<file path="config.mk">
export PLATFORM = sky130hd
export DESIGN_NAME = cfg_req_decode
export DESIGN_NICKNAME = d
export VERILOG_FILES = /design/src/source/shadow_pkg.sv /design/src/source/cfg_req_decode.sv
export VERILOG_INCLUDE_DIRS = /design/src /design/src/source
export SDC_FILE = /design/constraint.sdc
export NUM_CORES = 1
export LEC_CHECK = 0
export BUFFER_PORTS_ARGS = -buffer_cell sky130_fd_sc_hd__buf_4
export CAP_MARGIN = 30
export CELL_PAD_IN_SITES_DETAIL_PLACEMENT = 0
export CELL_PAD_IN_SITES_GLOBAL_PLACEMENT = 1
export CORE_MARGIN = 3
export CORE_UTILIZATION = 27
export CTS_CLUSTER_DIAMETER = 40
export DETAILED_ROUTE_END_ITERATION = 6
export GPL_ROUTABILITY_DRIVEN = 0
export MAX_ROUTING_LAYER = met4
export PLACE_DENSITY_LB_ADDON = 0.3
export SLEW_MARGIN = 20
export SYNTH_ARGS = -nofsm -noshare
export SYNTH_HDL_FRONTEND = slang
export SYNTH_SLANG_ARGS = --single-unit
</file>
<file path="constraint.sdc">
create_clock -name clk_pcie -period 8.94 [get_ports clk_pcie]
set_input_delay 1.788 -clock clk_pcie [delete_from_list [all_inputs] [get_ports clk_pcie]]
set_output_delay 1.788 -clock clk_pcie [all_outputs]
set_load 0.01 [all_outputs]
</file>
<file path="src/source/shadow_cfg.svh">
`ifndef SHADOW_CFG_SVH
`define SHADOW_CFG_SVH

// --------------------------------------------------
// shadow register file geometry
// --------------------------------------------------
`define SHADOW_ADDR_W 10
`define SHADOW_DEPTH 1024

// identity values loaded at power-up
`define SHADOW_VENDOR_ID 16'h1e5a
`define SHADOW_DEVICE_ID 16'h7a31
`define SHADOW_CLASS_REV 32'h0580_0001

// read-only dwords have an all-zero write mask
`define SHADOW_RO_DW0 0
`define SHADOW_RO_DW1 2

// --------------------------------------------------
// completion queue
// --------------------------------------------------
`define CPL_FIFO_DEPTH 16
`define CPL_FIFO_AW 4

`endif
</file>
<file path="src/source/shadow_pkg.sv">
`include "shadow_cfg.svh"

package shadow_pkg;

    // --------------------------------------------------
    // configuration request opcodes
    // --------------------------------------------------
    typedef enum logic {
        CFG_RD = 1'b0,
        CFG_WR = 1'b1
    } cfg_op_e;

    // one 128-bit receive beat
    typedef struct packed {
        logic         valid;
        logic         sof;
        logic [127:0] data;
    } tlp_rx_t;

    // decoded request as a one cycle strobe
    typedef struct packed {
        logic                      valid;
        cfg_op_e                   op;
        logic [`SHADOW_ADDR_W-1:0] addr;
        logic [3:0]                be;
        logic [31:0]               wdata;
        logic [7:0]                tag;
        logic [15:0]               req_id;
    } cfg_req_t;

    // result from the shadow memory
    typedef struct packed {
        logic        valid;
        cfg_op_e     op;
        logic [7:0]  tag;
        logic [15:0] req_id;
        logic [31:0] rdata;
    } cfg_rsp_t;

    // --------------------------------------------------
    // outgoing completion beat
    // --------------------------------------------------
    typedef struct packed {
        logic         valid;
        logic [127:0] data;
        logic [3:0]   keep_dw;
        logic         last;
    } cpl_beat_t;

endpackage

</file>
<file path="src/source/cfg_req_decode.sv">
`timescale 1ns/1ns

module cfg_req_decode (
    input  logic                 clk_pcie,
    input  logic                 rst,
    input  shadow_pkg::tlp_rx_t  i_tlp,
    input  logic                 i_cfg_en,
    output shadow_pkg::cfg_req_t o_req
);

    // fmt[2:0] and type[4:1] of CfgRd0/CfgWr0
    localparam logic [6:0] FT_CFG_RD = 7'b0000010;
    localparam logic [6:0] FT_CFG_WR = 7'b0100010;

    logic                is_cand;
    logic                is_rd;
    logic                is_wr;
    logic                accept;
    shadow_pkg::cfg_op_e op_next;
    logic [3:0]          be_next;

    logic                req_valid;
    shadow_pkg::cfg_op_e req_op;
    logic [9:0]          req_addr;
    logic [3:0]          req_be;
    logic [31:0]         req_wdata;
    logic [7:0]          req_tag;
    logic [15:0]         req_id;

    // --------------------------------------------------
    // classify the start-of-packet beat
    // --------------------------------------------------
    assign is_cand = i_tlp.valid && i_tlp.sof;
    assign is_rd   = (i_tlp.data[31:25] == FT_CFG_RD);
    assign is_wr   = (i_tlp.data[31:25] == FT_CFG_WR);
    assign accept  = is_cand && (is_rd || is_wr) && i_cfg_en;
    assign op_next = is_wr ? shadow_pkg::CFG_WR : shadow_pkg::CFG_RD;

    // first dw byte enables sit reversed in bits 35:32
    assign be_next = {i_tlp.data[32], i_tlp.data[33], i_tlp.data[34], i_tlp.data[35]};

    always_ff @(posedge clk_pcie) begin
        if (rst) begin
            req_valid <= 1'b0;
        end else begin
            req_valid <= accept;
        end
    end

    // payload only loads on an accepted beat
    always_ff @(posedge clk_pcie) begin
        if (accept) begin
            req_op    <= op_next;
            req_addr  <= i_tlp.data[75:66];
            req_be    <= be_next;
            req_wdata <= i_tlp.data[127:96];
            req_tag   <= i_tlp.data[47:40];
            req_id    <= i_tlp.data[63:48];
        end
    end

    assign o_req.valid  = req_valid;
    assign o_req.op     = req_op;
    assign o_req.addr   = req_addr;
    assign o_req.be     = req_be;
    assign o_req.wdata  = req_wdata;
    assign o_req.tag    = req_tag;
    assign o_req.req_id = req_id;

    // a request only ever comes from a sof beat one cycle earlier
    a_req_from_sof: assert property (
        @(posedge clk_pcie) disable iff (rst)
        o_req.valid |-> $past(i_tlp.valid && i_tlp.sof)
    ) else $error("request without a start-of-packet beat");

endmodule

</file>
==> flow_metrics.py <==
metrics = {
    "timing": {
        "slew_viol_final": 0,
        "final_hold_viol_count": 0,
        "setup_tns_ps": 0,
        "worst_pin_slew_ps": 616.4,
        "relSlewSlack_pct": 58.91,
        "holdWs_ps": 1628,
        "post-route-period-util_pct": 36.40,
        "post-route-min-period_ps": 3254,
        "fmaxAchievable_mhz": 307.3,
        "rsz0062_at_grt": "no",
        "finalSetupViolCount": 0,
    },
    "critical_path": {
        "startpoint_type": "primary input",
        "critical_path_required_ps": 8900,
        "startpoint": "i_tlp[29]",
        "cp.arrival_ps": 3220,
        "crit_type": "in2reg",
        "end_kind": "flip-flop",
        "critPathMaxFanout": 50,
        "crit_path_end": "req_id[3]$_DFFE_PP_",
    },
    "die": {
        "io_pins": 205,
        "die_area_um2": 9374,
        "start_util_pct": 28.38,
        "die_w_um": 96.82,
        "die_h_um": 96.82,
        "core-area_um2": 7848,
        "num_rows": 32,
    },
    "yosys": {
        "async_flop_share_pct": 0,
        "synth_nets": 214,
        "synth_area_leaders": "edfxtp_1, nor4_4, dfxtp_1, buf_4, or4b_4",
        "ys_warn_count": 0,
        "synth_cells": 81,
        "ys_types": 9,
        "yosys.area.top_type": "edfxtp_1",
        "yosysMostFrequentCell": "edfxtp_1",
        "yosys-top-cells-count": "edfxtp_1, buf_4, nor3_1",
        "netlist_area_um2": 2227,
        "syn_avg_cell_area_um2": 27.50,
        "synth.yosys.seq_area_share_pct": 96.63,
        "ys_ff_latch": 72,
        "synth_edf_count": 71,
        "synth-main-ff-cell": "edfxtp_1",
        "synth_top_area_share_pct": 95.73,
    },
    "clocking": {
        "cts_hold_buf": 0,
        "cts_setup_buffers": 0,
        "root_buffer": "clkbuf_8",
        "path_clk_slew_ps": 70,
        "clkSinkCount": 72,
        "cts_resized": 0,
        "numCtsBuffers": 9,
        "htreeDepth": 3,
        "clockBufferDepth": 2,
        "cts_tree": "yes",
    },
    "detailed_routing": {
        "drtPass1Iterations": 3,
        "drt-total-wl_um": 4989,
        "drc": 0,
        "vias_per_cell": 3.952,
        "vias": 1391,
        "routedWlPerCell_um": 14.17,
        "drtIter0Drc": 30,
        "ant_nets": 0,
    },
    "placement": {
        "dp.cells": 336,
        "numPortBuffers": 153,
        "dp_hpwl_um": 3812,
    },
    "final_layout": {
        "utilization_pct": 47.08,
        "diodes": 0,
        "seq_area_um2": 2152,
        "nNetsFinal": 378,
        "area_growth_pct": 65.90,
        "multiInputGateArea_um2": 61.31,
        "instances_no_fill": 352,
        "drive_gt1_share_pct": 69.20,
        "fill_cells": 717,
    },
    "pwr": {
        "pwr-share-comb_pct": 4.6,
        "p_seq_share_pct": 57.9,
        "ir_drop_mv": 0.1020,
        "p_leak_nw": 1.499,
        "power_mw": 0.6407,
        "p_sw_share_pct": 18.85,
        "p_clk_share_pct": 37.5,
        "power_density_nw_per_um2": 173.4,
        "internal_power_mw": 0.5199,
        "power.switching_mw": 0.1208,
    },
    "global_routing": {
        "overflow": 0,
        "grt_max_degree": 51,
        "grt_pass1_wl_um": 7879,
        "grtUsageTotal_pct": 11.16,
        "antenna_found_initial": 0,
        "grt_pass1_vias": 1540,
    },
    "worst_hold_path": {
        "worstHoldPathType": "in2reg",
    },
    "outcome": {
        "outcome": "finished, final reports clean",
    },
    "run": {
        "drv_cap": 0,
    },
}
-- flip-flops by register name, summed over array words and instances (netlist names) --
register,cells
req_be,4
req_wdata,32
req_tag,8
req_id,16
req_op,1
req_valid,1
req_addr,10
-- cell families after synthesis --
logic type             synth area share (%)
flip-flops                            96.63
AND/OR/NAND/NOR                       2.528
buffers and inverters                0.8423
-- layout by cell type, fill, tap and decap left out, drive strengths merged --
cell type	count
or4b	1
clkinvlp	2
clkinv	4
buf	155
nor3	2
nand3	1
or2	1
edfxtp	71
bufinv	1
inv	1
nor4	1
dfxtp	1
clkbuf	9
-- stage by stage --
stage	cell area, um^2	worst slack, ps
5_1_grt	3695	5592
6_report	3695	5686
3_5_place_dp	3508	5317
2_1_floorplan	2227	1103
4_1_cts	3695	5688
3_3_place_gp	3508	5315
-- how the worst min path moves through the flow --
stage                from                 endpoint  depth (start not counted)
6_report        i_tlp[66]    req_addr[0]$_DFFE_PP_                          1
5_1_grt         i_tlp[44]     req_tag[4]$_DFFE_PP_                          1
3_3_place_gp   i_tlp[110]  req_wdata[14]$_DFFE_PP_                          1
4_1_cts        i_tlp[100]   req_wdata[4]$_DFFE_PP_                          1
3_5_place_dp    i_tlp[45]     req_tag[5]$_DFFE_PP_                          1
2_1_floorplan         rst     req_valid$_SDFF_PP0_                          1
-- layout make-up --
class | instances | share of cell area [%]
Clock buffer | 9 | 3.353
Timing Repair Buffer | 155 | 31.49
Sequential cell | 72 | 58.25
Tap cell | 102 | 3.454
Clock inverter | 7 | 1.693
Inverter | 1 | 0.1016
Multi-Input combinational cell | 6 | 1.659
-- critical path, stage by stage --
cell	delay (ps)
buf_4	110
or4b_4	560
nor3_2	190
buf_4	530
-- layer usage --
metal,global-route usage (%),vias to the layer above,wire [um]
met2,16.03,104,2293
met4,5.508,0,106
met3,4.470,11,467
li1,-,650,-
met5,-,-,0
met1,13.65,626,2121
-- power by group through the flow --
stage	clock [mW]	combinational [mW]	sequential (mW)
after detailed placement	0	0.0299	0.379
after CTS	0.254	0.0299	0.371
final	0.240	0.0294	0.371
after global routing	0.272	0.0320	0.371
after global placement	0	0.0289	0.379
after floorplan	0	0.00134	0.379
Note: power is estimated with default switching activity, not from simulation.
