$ cat src/source/shadow_cfg.svh
`ifndef SHADOW_CFG_SVH
`define SHADOW_CFG_SVH

// --------------------------------------------------
// shadow register file geometry
// --------------------------------------------------
`define SHADOW_ADDR_W 10
`define SHADOW_DEPTH 1024

// identity values loaded at power-up
`define SHADOW_VENDOR_ID 16'h1e5a
`define SHADOW_DEVICE_ID 16'h7a31
`define SHADOW_CLASS_REV 32'h0580_0001

// read-only dwords have an all-zero write mask
`define SHADOW_RO_DW0 0
`define SHADOW_RO_DW1 2

// --------------------------------------------------
// completion queue
// --------------------------------------------------
`define CPL_FIFO_DEPTH 16
`define CPL_FIFO_AW 4

`endif
$ cat src/source/shadow_pkg.sv
`include "shadow_cfg.svh"

package shadow_pkg;

    // --------------------------------------------------
    // configuration request opcodes
    // --------------------------------------------------
    typedef enum logic {
        CFG_RD = 1'b0,
        CFG_WR = 1'b1
    } cfg_op_e;

    // one 128-bit receive beat
    typedef struct packed {
        logic         valid;
        logic         sof;
        logic [127:0] data;
    } tlp_rx_t;

    // decoded request as a one cycle strobe
    typedef struct packed {
        logic                      valid;
        cfg_op_e                   op;
        logic [`SHADOW_ADDR_W-1:0] addr;
        logic [3:0]                be;
        logic [31:0]               wdata;
        logic [7:0]                tag;
        logic [15:0]               req_id;
    } cfg_req_t;

    // result from the shadow memory
    typedef struct packed {
        logic        valid;
        cfg_op_e     op;
        logic [7:0]  tag;
        logic [15:0] req_id;
        logic [31:0] rdata;
    } cfg_rsp_t;

    // --------------------------------------------------
    // outgoing completion beat
    // --------------------------------------------------
    typedef struct packed {
        logic         valid;
        logic [127:0] data;
        logic [3:0]   keep_dw;
        logic         last;
    } cpl_beat_t;

endpackage

$ cat src/source/cfg_cpl_tx.sv
`timescale 1ns/1ns

`include "shadow_cfg.svh"

module cfg_cpl_tx (
    input  logic                  clk_pcie,
    input  logic                  rst,
    input  shadow_pkg::cfg_rsp_t  i_rsp,
    input  logic [15:0]           i_pcie_id,
    output shadow_pkg::cpl_beat_t o_cpl,
    input  logic                  i_cpl_ready
);

    localparam int CNT_W = `CPL_FIFO_AW + 1;
    localparam logic [CNT_W-1:0] FIFO_FULL_CNT = CNT_W'(`CPL_FIFO_DEPTH);

    // CplD carries one dw of data and Cpl carries none
    localparam logic [31:0] DW0_CPLD = 32'h4a00_0001;
    localparam logic [31:0] DW0_CPL  = 32'h0a00_0001;
    localparam logic [31:0] CPL_BYTE_CNT = 32'h0000_0004;

    logic        is_rd;
    logic [31:0] dw0;
    logic [31:0] dw1;
    logic [31:0] dw2;
    logic [31:0] dw3;
    logic [127:0] cpl_data;
    logic [3:0]   cpl_keep;

    logic [127:0] fifo_data [`CPL_FIFO_DEPTH];
    logic [3:0]   fifo_keep [`CPL_FIFO_DEPTH];

    logic [`CPL_FIFO_AW-1:0] wr_ptr;
    logic [`CPL_FIFO_AW-1:0] rd_ptr;
    logic [CNT_W-1:0]        fifo_cnt;
    logic                    fifo_full;
    logic                    fifo_empty;
    logic                    push;
    logic                    pop;

    // --------------------------------------------------
    // completion header and payload
    // --------------------------------------------------
    assign is_rd = (i_rsp.op == shadow_pkg::CFG_RD);

    assign dw0 = is_rd ? DW0_CPLD : DW0_CPL;
    // completer id goes out byte swapped
    assign dw1 = {i_pcie_id[7:0], i_pcie_id[15:8], CPL_BYTE_CNT[15:0]};
    assign dw2 = {i_rsp.req_id, i_rsp.tag, 8'h00};
    assign dw3 = is_rd ? i_rsp.rdata : 32'h0000_0000;

    assign cpl_data = {dw3, dw2, dw1, dw0};
    assign cpl_keep = is_rd ? 4'b1111 : 4'b0111;

    // --------------------------------------------------
    // first-word-fall-through queue
    // --------------------------------------------------
    assign fifo_full  = (fifo_cnt == FIFO_FULL_CNT);
    assign fifo_empty = (fifo_cnt == '0);

    // a completion arriving on a full queue is dropped
    assign push = i_rsp.valid && !fifo_full;
    assign pop  = !fifo_empty && i_cpl_ready;

    always_ff @(posedge clk_pcie) begin
        if (push) begin
            fifo_data[wr_ptr] <= cpl_data;
            fifo_keep[wr_ptr] <= cpl_keep;
        end
    end

    always_ff @(posedge clk_pcie) begin
        if (rst) begin
            wr_ptr   <= '0;
            rd_ptr   <= '0;
            fifo_cnt <= '0;
        end else begin
            if (push) begin
                wr_ptr <= wr_ptr + 1'b1;
            end
            if (pop) begin
                rd_ptr <= rd_ptr + 1'b1;
            end
            case ({push, pop})
                2'b10: fifo_cnt <= fifo_cnt + 1'b1;
                2'b01: fifo_cnt <= fifo_cnt - 1'b1;
                default: fifo_cnt <= fifo_cnt;
            endcase
        end
    end

    // head of queue drives the output
    assign o_cpl.valid   = !fifo_empty;
    assign o_cpl.data    = fifo_data[rd_ptr];
    assign o_cpl.keep_dw = fifo_keep[rd_ptr];
    assign o_cpl.last    = 1'b1;

    // --------------------------------------------------
    // checks
    // --------------------------------------------------
    a_cnt_in_range: assert property (
        @(posedge clk_pcie) disable iff (rst)
        fifo_cnt <= FIFO_FULL_CNT
    ) else $error("completion queue occupancy above depth");

    a_stall_stable: assert property (
        @(posedge clk_pcie) disable iff (rst)
        (o_cpl.valid && !i_cpl_ready) |=> $stable(o_cpl)
    ) else $error("completion beat changed while stalled");

endmodule

$ cat config.mk
export PLATFORM = sky130hd
export DESIGN_NAME = cfg_cpl_tx
export DESIGN_NICKNAME = d
export VERILOG_FILES = /design/src/source/shadow_pkg.sv /design/src/source/cfg_cpl_tx.sv
export VERILOG_INCLUDE_DIRS = /design/src /design/src/source
export SDC_FILE = /design/constraint.sdc
export NUM_CORES = 1
export LEC_CHECK = 0
export BUFFER_PORTS_ARGS = -buffer_cell sky130_fd_sc_hd__buf_4
export CAP_MARGIN = 20
export CORE_MARGIN = 2
export CORE_UTILIZATION = 29
export CTS_CLUSTER_SIZE = 24
export DETAILED_ROUTE_END_ITERATION = 8
export RECOVER_POWER = 50
export SYNTH_ARGS = -nofsm -noshare
export SYNTH_HDL_FRONTEND = slang
export SYNTH_SLANG_ARGS = --single-unit
$ cat constraint.sdc
create_clock -name clk_pcie -period 19.1 [get_ports clk_pcie]
set_input_delay 0 -clock clk_pcie [delete_from_list [all_inputs] [get_ports clk_pcie]]
set_output_delay 0 -clock clk_pcie [all_outputs]
set_load 0.005 [all_outputs]
==> results of run 1 <==
==> power groups by stage <==
stage,registers (mW),logic [mW],clock network [mW]
floorplan,3.02,0.632,0
global placement,3.04,0.918,0
detailed placement,3.04,0.921,0
CTS,2.99,0.940,2.28
global route,2.99,0.989,2.38
finish,2.98,0.903,2.22
==> worst max-delay path, delay by kind of cell (launching register included) <==
family,cells,cell delay (ns)
AO/OA/AOI/OAI,1,0.24
AND/OR/NAND/NOR,1,0.18
multiplexers,1,0.60
flip-flops,1,0.72
buffers and inverters,3,1.81
==> per-layer routing <==
| metal | track usage [%] | up-vias |
|---|---|---|
| met2 | 22.9 | 648 |
| met3 | 2.31 | 139 |
| met1 | 18.6 | 11400 |
| met5 | 0 | - |
| li1 | - | 8904 |
| met4 | 3.17 | 2 |
==> Yosys cell counts, drive strengths merged (3+ instances only) <==
cell and count:
edfxtp 1168, inv 7, nand2 80, nand2b 4, xor2 7, a21oi 3
nor3 6, ha 8, clkbuf 49, mux2i 3, buf 118, dfxtp 17
a22oi 146, mux4 292, nor2 30, o211ai 7, nor2b 35
==> registers in the layout, indices dropped and copies added, names as in the netlist, named ones only <==
register,count
fifo_cnt,5
fifo_data,1168
rd_ptr,4
wr_ptr,4
==> worst max-delay path by stage <==
| stage | cells after the start | endpoint | slack [ns] |
|---|---|---|---|
| floorplan | 5 | fifo_data[0][100] | 12.63 |
| global placement | 6 | o_cpl[102] | 15.28 |
| detailed placement | 6 | o_cpl[102] | 15.25 |
| CTS | 6 | o_cpl[102] | 14.43 |
| global route | 6 | o_cpl[85] | 14.24 |
| finish | 6 | o_cpl[83] | 14.72 |
==> cell type report <==
class                   instances  area (um2)  share of cell area, %
clock inverters                73         682                   1.28
multi-input cells             699        9090                   17.1
well taps                    2058        2570                   4.85
repair buffers                284        2240                   4.23
flip-flops and latches       1185       35400                   66.7
inverters                       7        26.3                 0.0495
diodes                          2        5.00                0.00943
clock buffers                 145        3030                   5.71
==> what timing repair did <==
item                                    in CTS  in global routing
hold buffers                                76                  0
endpoints found under the hold margin     1197                  0
endpoints found under the setup margin       0                  0
setup buffers                                0                  0
==> cells by family (layout without fill, tap and decap cells) <==
| family | count (synthesis) | after routing | synth area share [%] |
|---|---|---|---|
| AOI/OAI and AO/OA | 163 | 163 | 2.77 |
| xor gates and xnor gates | 8 | 8 | 0.155 |
| adders and majority gates | 8 | 8 | 0.221 |
| buffers and inverters | 174 | 509 | 2.31 |
| DFF | 1185 | 1185 | 78.2 |
| muxes | 296 | 296 | 14.6 |
| other | 2 | 61 | 0.0166 |
| and+or+nand+nor | 165 | 165 | 1.69 |
==> flow_summary.json, run 1 <==
{
  "status": "finished, violations left",
  "failed_checks": "capacitance limit, slew limit",
  "syn_area_per_cell_um2": 22.6,
  "vias": 21100,
  "cts_root_buf": "clkbuf_16",
  "finalMaxSlewViolations": 57,
  "end_kind": "primary output",
  "critPathKind": "reg -> out",
  "finalPower_mw": 6.11,
  "fin_util_pct": 34.1,
  "met3WireLength_mm": 5.80,
  "clk_latency_ns": 0.73,
  "cts_tree": "done",
  "relSlewSlack_pct": -82.7,
  "switching_share_pct": 24.4,
  "routed.top_layer": "met5",
  "worstPathMaxFanout": 48,
  "syn_to_final_growth_pct": 17.2,
  "avgViaCountPerCell": 4.75,
  "maxCapViolations": 2,
  "setup_violations": 0,
  "combinationalPowerShare_pct": 14.8,
  "critical_path.cell_chain": "buf_4 > buf_4 > mux4_2 > a22oi_1 > nand2_1 > buf_4",
  "clk_pin_slew_ns": 0.06,
  "final_common_cell": "edfxtp_1",
  "synth_edf_count": 1168,
  "grt_pass1_vias": 21900,
  "die_y_um": 399,
  "grt_antenna_before_repair": 9,
  "final_nets": 2379,
  "power.share.sequential_pct": 48.8,
  "preCtsSetupSlack_ns": 15.25,
  "die-width_um": 399,
  "synthArstFlopShare_pct": 0,
  "h-tree-depth": 3,
  "netlist_instances": 2001,
  "coreArea_um2": 156000,
  "grt_pass1_wl_mm": 157,
  "synth_largest_area_cell": "edfxtp_1",
  "place.gp.congestion": 0.677,
  "met2WireLength_mm": 54.6,
  "min_period_over_period_pct": 22.9,
  "critPathRequiredTime_ns": 19.10,
  "grtUsageTotal_pct": 13.7,
  "drive_gt1_share_pct": 26.6,
  "finalNonFillerCells": 4453,
  "cts_buffer_depth": 3,
  "p_sw_mw": 1.49,
  "grt_max_degree": 155,
  "initial_core_util_pct": 29.1,
  "numCtsBuffers": 117,
  "firstDrtPassIters": 5,
  "ff2ff_path_depth": 6,
  "worst_slew_pin_slew_ns": 2.74,
  "hold_depth": 3,
  "synth_cell_type_count": 41,
  "synth_ff_type": "edfxtp_1",
  "yosys_warnings": 0,
  "cts_resized": 0,
  "cellPowerDensity_nw_per_um2": 115,
  "r2r_end": "fifo_data[12][56]",
  "hp-start": "rst",
  "r2r_start": "fifo_cnt[1]",
  "wl_mm": 110,
  "p_clk_share_pct": 36.4,
  "worstHoldEndpoint": "fifo_cnt[0]",
  "post_dp_cell_area_um2": 48700,
  "hold_viol_final": 0,
  "wl_met1_mm": 47.3,
  "skew_ns": 0.0400,
  "tns_ns": 0,
  "wl_per_cell_um": 24.6,
  "p_int_mw": 4.62,
  "synth_area_um2": 45300,
  "portBuffers": 151,
  "hold_path_class": "in -> reg",
  "drcViolationCount": 0,
  "place_inst": 4150,
  "holdWs_ns": 0.207,
  "cts.sinks": 1185,
  "stdcell_area_um2": 53100,
  "postRouteAntennaNets": 0,
  "worst_ir_drop_vdd_mv": 0.0836,
  "synth_seq_cells": 1185,
  "worst_slack_ns": 14.72,
  "ioPinCount": 211,
  "rows": 145,
  "critPathMaxStageDelay_ns": 0.85,
  "start_kind": "flip-flop",
  "rsz0062_at_grt": "false",
  "dp_hpwl_mm": 54.7,
  "nFillCells": 14600,
  "layout_common_cells": "edfxtp_1 (1,168), mux4_2 (292), buf_4 (155), a22oi_1 (146), clkbuf_16 (117)",
  "synth_seq_area_share_pct": 78.2,
  "synth.top_cells.by_area": "edfxtp_1 (77%), mux4_2 (15%), a22oi_1 (2.4%)",
  "gr-total-overflow": 0,
  "ff2ff_setup_slack_ns": 15.16,
  "period_minus_slack_ns": 4.38,
  "cp_common_cell": "buf_4",
  "die-area_um2": 159000,
  "critPathArrivalTime_ns": 4.38,
  "clock.fmax_ghz": 0.228,
  "synth_top_area_share_pct": 77.5,
  "power.leakage_nw": 16.5,
  "slowest_stage": "buf_4",
  "dr.first_iter.drc_count": 1907
}
(Power assumes the default switching activity.)
==> run 2, diff against run 1 <==
--- a/config.mk
+++ b/config.mk
@@ -6,6 +6,7 @@
 export SDC_FILE = /design/constraint.sdc
 export NUM_CORES = 1
 export LEC_CHECK = 0
+export ABC_AREA = 1
 export BUFFER_PORTS_ARGS = -buffer_cell sky130_fd_sc_hd__buf_4
 export CAP_MARGIN = 20
 export CORE_MARGIN = 2
==> constraint.sdc (replaced) <==
create_clock -name clk_pcie -period 4.6 [get_ports clk_pcie]
set_input_delay 0 -clock clk_pcie [delete_from_list [all_inputs] [get_ports clk_pcie]]
set_output_delay 0 -clock clk_pcie [all_outputs]
set_load 0.005 [all_outputs]
==> flow_summary.json, run 2 <==
{
  "status": "finished, violations left",
  "failed_checks": "capacitance limit, slew limit",
  "die_y_um": 412,
  "r2r_start": "fifo_cnt[2]",
  "synth_largest_area_cell": "edfxtp_1",
  "multi_input_area_um2": 10000,
  "avgViaCountPerCell": 4.72,
  "cts_resized": 0,
  "die-area_um2": 170000,
  "yosys_warnings": 0,
  "hold_depth": 3,
  "cts_root_buf": "clkbuf_16",
  "cts.sinks": 1185,
  "numCtsBuffers": 120,
  "r2r_end": "fifo_data[0][80]",
  "syn_to_final_growth_pct": 15.7,
  "critPathArrivalTime_ns": 3.78,
  "cellPowerDensity_nw_per_um2": 502,
  "rows": 149,
  "synthTopCellsByCount": "edfxtp_1 (1,168), a21oi_1 (295), mux2i_1 (292), o211ai_1 (292), inv_1 (258)",
  "start_kind": "flip-flop",
  "h-tree-depth": 3,
  "clk_latency_ns": 0.74,
  "drcViolationCount": 0,
  "holdWs_ns": 0.0523,
  "netlist_instances": 3328,
  "critPathKind": "reg -> reg",
  "wl_mm": 120,
  "dr.first_iter.drc_count": 2506,
  "maxCapViolations": 2,
  "cts_tree": "done",
  "finalMaxSlewViolations": 75,
  "final_common_cell": "edfxtp_1",
  "cts_buffer_depth": 3,
  "power.leakage_nw": 18.5,
  "grt_antenna_before_repair": 7,
  "worst_slew_pin_slew_ns": 2.42,
  "grtUsageTotal_pct": 13.9,
  "hp-start": "i_rsp[30]",
  "hold_viol_final": 0,
  "gr-total-overflow": 0,
  "drive_gt1_share_pct": 11.9,
  "worst_ir_drop_vdd_mv": 0.329,
  "die-width_um": 412,
  "hold_path_class": "in -> reg",
  "synth_ff_type": "edfxtp_1",
  "synth_edf_count": 1168,
  "top_regs": "fifo_data: 1168 flops, fifo_cnt: 5 flops",
  "initial_core_util_pct": 29.2,
  "slowest_stage": "nor2_1",
  "firstDrtPassIters": 5,
  "postRouteAntennaNets": 0,
  "synth.top_cells.by_area": "edfxtp_1 (73%), mux2i_1 (6.1%), o211ai_1 (4.5%)",
  "dp_hpwl_mm": 64.5,
  "relSlewSlack_pct": -61.4,
  "synth.most_common_cell": "edfxtp_1",
  "worstHoldEndpoint": "fifo_data[3][101]",
  "synthArstFlopShare_pct": 0,
  "period_minus_slack_ns": 3.40,
  "regArea_um2": 35400,
  "tns_ns": 0,
  "setup_violations": 0,
  "place.gp.congestion": 0.753,
  "ioPinCount": 211,
  "critPathMaxStageDelay_ns": 1.13,
  "largest_register_ffs": 1168,
  "synth_top_area_share_pct": 72.7,
  "grt_pass1_vias": 26200,
  "final_nets": 3612,
  "worstPathMaxFanout": 27,
  "coreArea_um2": 165000,
  "ff2ff_setup_slack_ns": 1.20,
  "syn_area_per_cell_um2": 14.5,
  "critical_path.cell_chain": "nor2_1 > nand3_1 > nand2_1 > inv_1 > nand2_1 > nor2_1 > buf_4",
  "portBuffers": 151,
  "grt_max_degree": 157,
  "synth_cell_type_count": 32,
  "clock.fmax_ghz": 0.294,
  "ff2ff_path_depth": 7,
  "grt_pass1_wl_mm": 177,
  "skew_ns": 0.0420,
  "min_period_over_period_pct": 74.0,
  "wl_per_cell_um": 20.7,
  "layout_common_cells": "edfxtp_1 (1,168), a21oi_1 (295), mux2i_1 (292), o211ai_1 (292), inv_1 (261)",
  "synth_seq_cells": 1185,
  "synth_area_um2": 48300,
  "critPathRequiredTime_ns": 4.98,
  "vias": 27400,
  "rsz0062_at_grt": "false",
  "end_kind": "flip-flop",
  "nFillCells": 16100,
  "top_register": "fifo_data",
  "synth_seq_area_share_pct": 73.4,
  "clk_pin_slew_ns": 0.06
}
-- run 2: changes by cell type in the layout (fill, tap and decap cells not counted), moves of 28 or more --
cell,delta
o21ai_0,+165
nand3_1,+70
nor2_1,+28
nor2b_1,-33
a21oi_1,+292
mux4_2,-292
o21ai_1,+211
clkinv_2,+77
inv_1,+254
o211ai_1,+285
a22oi_1,-146
mux2i_1,+289
-- run 2: power by group --
| part | total (mW) | internal (mW) | switching [mW] |
|---|---|---|---|
| clock | 9.41 | 5.36 | 4.05 |
| sequential | 12.4 | 12.2 | 0.210 |
| combinational | 6.16 | 2.31 | 3.85 |
| total | 28.0 | 19.9 | 8.11 |
-- run 2: worst max-delay path, delay by kind of cell (launching register included) --
kind / cells / cell delay (ns)
simple gates: 5 / 1.75
buf+inv: 2 / 0.80
flops: 1 / 0.43
-- run 2: layout make-up --
class                   instances  share of cell area (%)
multi-input cells            1575                    17.9
clock buffers                 154                    5.77
diodes                          1                 0.00448
inverters                     350                    2.56
repair buffers                295                    4.37
well taps                    2189                    4.91
flip-flops and latches       1185                    63.5
clock inverters                65                   0.977
-- run 2: timing repair --
action / 4_1_cts / 5_1_grt
setup buffers: 0 / 0
endpoints found under the setup margin: 0 / 0
endpoints found under the hold margin: 1169 / 0
hold buffers: 75 / 0
-- run 2: cell families after synthesis --
| logic type | after synthesis | share of synthesized area, % |
|---|---|---|
| AO/OA/AOI/OAI | 971 | 11.6 |
| XOR/XNOR | 5 | 0.0907 |
| adder cells (fa/ha/maj) | 8 | 0.207 |
| buffers and inverters | 625 | 6.52 |
| flip-flops | 1185 | 73.4 |
| multiplexers | 292 | 6.05 |
| other | 2 | 0.0156 |
| AND/OR/NAND/NOR | 240 | 2.15 |
-- run 2: worst max-delay path by stage --
stage	from	end	cells past startpoint	slack [ns]
global placement	fifo_cnt[1]	fifo_data[14][49]	7	1.78
global route	fifo_cnt[1]	fifo_data[0][80]	7	0.92
CTS	flip-flop	o_cpl[115]	5	1.19
detailed placement	fifo_cnt[2]	fifo_data[14][49]	7	1.81
finish	fifo_cnt[2]	fifo_data[0][80]	7	1.20
floorplan	fifo_cnt[1]	fifo_data[11][100]	6	0.19
-- run 2: per-stage QoR --
step                      cell area (um2)  util, %  power (mW)  setup slack [ns]  std cells
after floorplan                     48500        -        16.8             0.194       3385
after global placement              51500     31.1        18.9              1.78       5509
after detailed placement            51500     31.2        18.9              1.81       5512
after CTS                           56000     33.9        28.4              1.19       5806
after global routing                55800     33.8        29.4             0.922       5813
final                               55800     33.8        28.0              1.20       5814
-- run 2: metal layers --
layer / GRT usage (%) / share of wire [%]
met4: 3.34 / 1.7
met2: 22.7 / 48
met3: 2.15 / 5.4
met5: 0 / 0.0075
met1: 19.4 / 45
==> run 3, diff against run 2 <==
==> constraint.sdc (replaced) <==
create_clock -name clk_pcie -period 3.24 [get_ports clk_pcie]
set_input_delay 0 -clock clk_pcie [delete_from_list [all_inputs] [get_ports clk_pcie]]
set_output_delay 0 -clock clk_pcie [all_outputs]
set_load 0.005 [all_outputs]
==> flow_summary.json, run 3 (synthesis gave the netlist of run 2 again) <==
{
  "crit_buf_inv": 3,
  "drcViolationCount": 0,
  "nFillCells": 15900,
  "grtUsageTotal_pct": 14.1,
  "end_kind": "primary output",
  "period_minus_slack_ns": 3.08,
  "cellPowerDensity_nw_per_um2": 716,
  "skew_ns": 0.0493,
  "tns_ns": 0,
  "coreArea_um2": 165000,
  "cts.sinks": 1185,
  "power.leakage_nw": 18.7,
  "min_period_over_period_pct": 95.1,
  "cts_tree": "done",
  "start_kind": "flip-flop",
  "gr-total-overflow": 0,
  "multi_input_area_um2": 10000,
  "numCtsBuffers": 130,
  "ff2ff_setup_slack_ns": 0.21,
  "top_register": "fifo_data",
  "die-width_um": 412,
  "relSlewSlack_pct": -6.28,
  "syn_to_final_growth_pct": 16.7,
  "rows": 149,
  "portBuffers": 151,
  "ioPinCount": 211,
  "slowest_stage": "inv_8",
  "drive_gt1_share_pct": 12.8,
  "regArea_um2": 35400,
  "vias": 27500,
  "layout_common_cells": "edfxtp_1 (1,168), a21oi_1 (295), mux2i_1 (292), o211ai_1 (292), inv_1 (261)",
  "clk_pin_slew_ns": 0.06,
  "critPathMaxStageDelay_ns": 0.52,
  "rsz0062_at_grt": "false",
  "cts_buffer_depth": 3,
  "top_regs": "fifo_data: 1168 flops, fifo_cnt: 5 flops",
  "critPathRequiredTime_ns": 3.24,
  "finalMaxSlewViolations": 76,
  "hold_path_class": "in -> reg",
  "maxCapViolations": 2,
  "grt_max_degree": 102,
  "die_y_um": 412,
  "largest_register_ffs": 1168,
  "post_dp_cell_area_um2": 51900,
  "initial_core_util_pct": 29.2,
  "worst_ir_drop_vdd_mv": 0.476,
  "worstPathMaxFanout": 81,
  "die-area_um2": 170000,
  "holdWs_ns": -0.0129,
  "cp_top_family": "buffers and inverters",
  "clk_latency_ns": 0.76,
  "failed_checks": "hold timing, capacitance limit, slew limit",
  "grt_antenna_before_repair": 3,
  "worst_slew_pin_slew_ns": 1.59,
  "dp_hpwl_mm": 65.0,
  "final_nets": 3646,
  "firstDrtPassIters": 8,
  "critPathArrivalTime_ns": 3.08,
  "wl_mm": 122,
  "critical_path.cell_chain": "inv_8 > buf_12 > o21ai_1 > o211ai_1 > nand2_1 > buf_4",
  "dr.first_iter.drc_count": 2451,
  "critPathKind": "reg -> out",
  "hold_viol_final": 3,
  "avgViaCountPerCell": 4.71,
  "grt_pass1_wl_mm": 179,
  "wl_per_cell_um": 20.8,
  "postRouteAntennaNets": 0,
  "grt_pass1_vias": 27000,
  "setup_violations": 0,
  "status": "finished, violations left",
  "cts_root_buf": "clkbuf_16",
  "clock.fmax_ghz": 0.325,
  "place.gp.congestion": 0.737,
  "h-tree-depth": 4,
  "final_common_cell": "edfxtp_1",
  "stdcell_area_um2": 56400
}
==> run 3: changes by cell type in the layout (fill, tap and decap cells not counted), moves of 5 or more <==
cell       delta
clkbuf_16     +9
buf_12       +16
clkbuf_1      +8
inv_6         +6
buf_4        +10
clkinv_2      -5
clkinv_1     -10
bufinv_16     -7
==> run 3: worst min-delay path, delay by kind of cell <==
kind	cells	cell delay, ns
buf+inv	2	0.27
simple gates	1	0.24
==> run 3: through the flow <==
step	hold WS, ns	power [mW]	setup slack, ns	utilization (%)	cells
CTS	0.00277	40.9	0.129	34.2	5833
detailed placement	0.310	27.1	0.976	31.4	5535
finish	-0.0129	40.4	0.160	34.1	5846
floorplan	0.0989	23.9	-1.17	-	3385
global placement	0.299	27.0	0.953	31.4	5535
global route	0.0380	42.3	0.0320	34.1	5845
==> run 3: per-layer routing <==
metal	up-vias	track usage, %	wire, um
met1	13800	18.9	53900
met4	2	4.96	3360
met5	-	0	13
met2	793	23.1	58000
met3	162	2.45	6450
li1	12800	-	-
==> run 3: layout make-up <==
| class | instances | area share (%) |
|---|---|---|
| diodes | 3 | 0.0133 |
| clock buffers | 169 | 6.11 |
| clock inverters | 56 | 0.828 |
| inverters | 350 | 2.54 |
| multi-input cells | 1575 | 17.8 |
| flip-flops and latches | 1185 | 62.9 |
| well taps | 2189 | 4.86 |
| repair buffers | 319 | 4.97 |
==> run 3: path summary, 6_finish.rpt <==
kind                                   from               end  cells after the start
worst max-delay path              flip-flop         o_cpl[84]                      6
worst min-delay path              i_rsp[27]  fifo_data[2][98]                      3
worst max register to register  fifo_cnt[2]  fifo_data[4][59]                      7
worst min register to register  fifo_cnt[1]       fifo_cnt[1]                      2
==> run 3: repair_timing <==
item | in CTS | in global routing
setup buffers | 0 | 0
endpoints found under the hold margin | 1135 | 4
hold buffers | 73 | 1
endpoints found under the setup margin | 0 | 0
gates resized for setup | 0 | 0
==> run 3: report_power, final <==
group	total, mW	leakage (nW)	internal (mW)	switching (mW)
combinational	9.07	6.09	3.44	5.63
sequential	17.6	10.8	17.4	0.268
clock	13.7	1.88	7.63	6.03
total	40.4	18.7	28.4	11.9
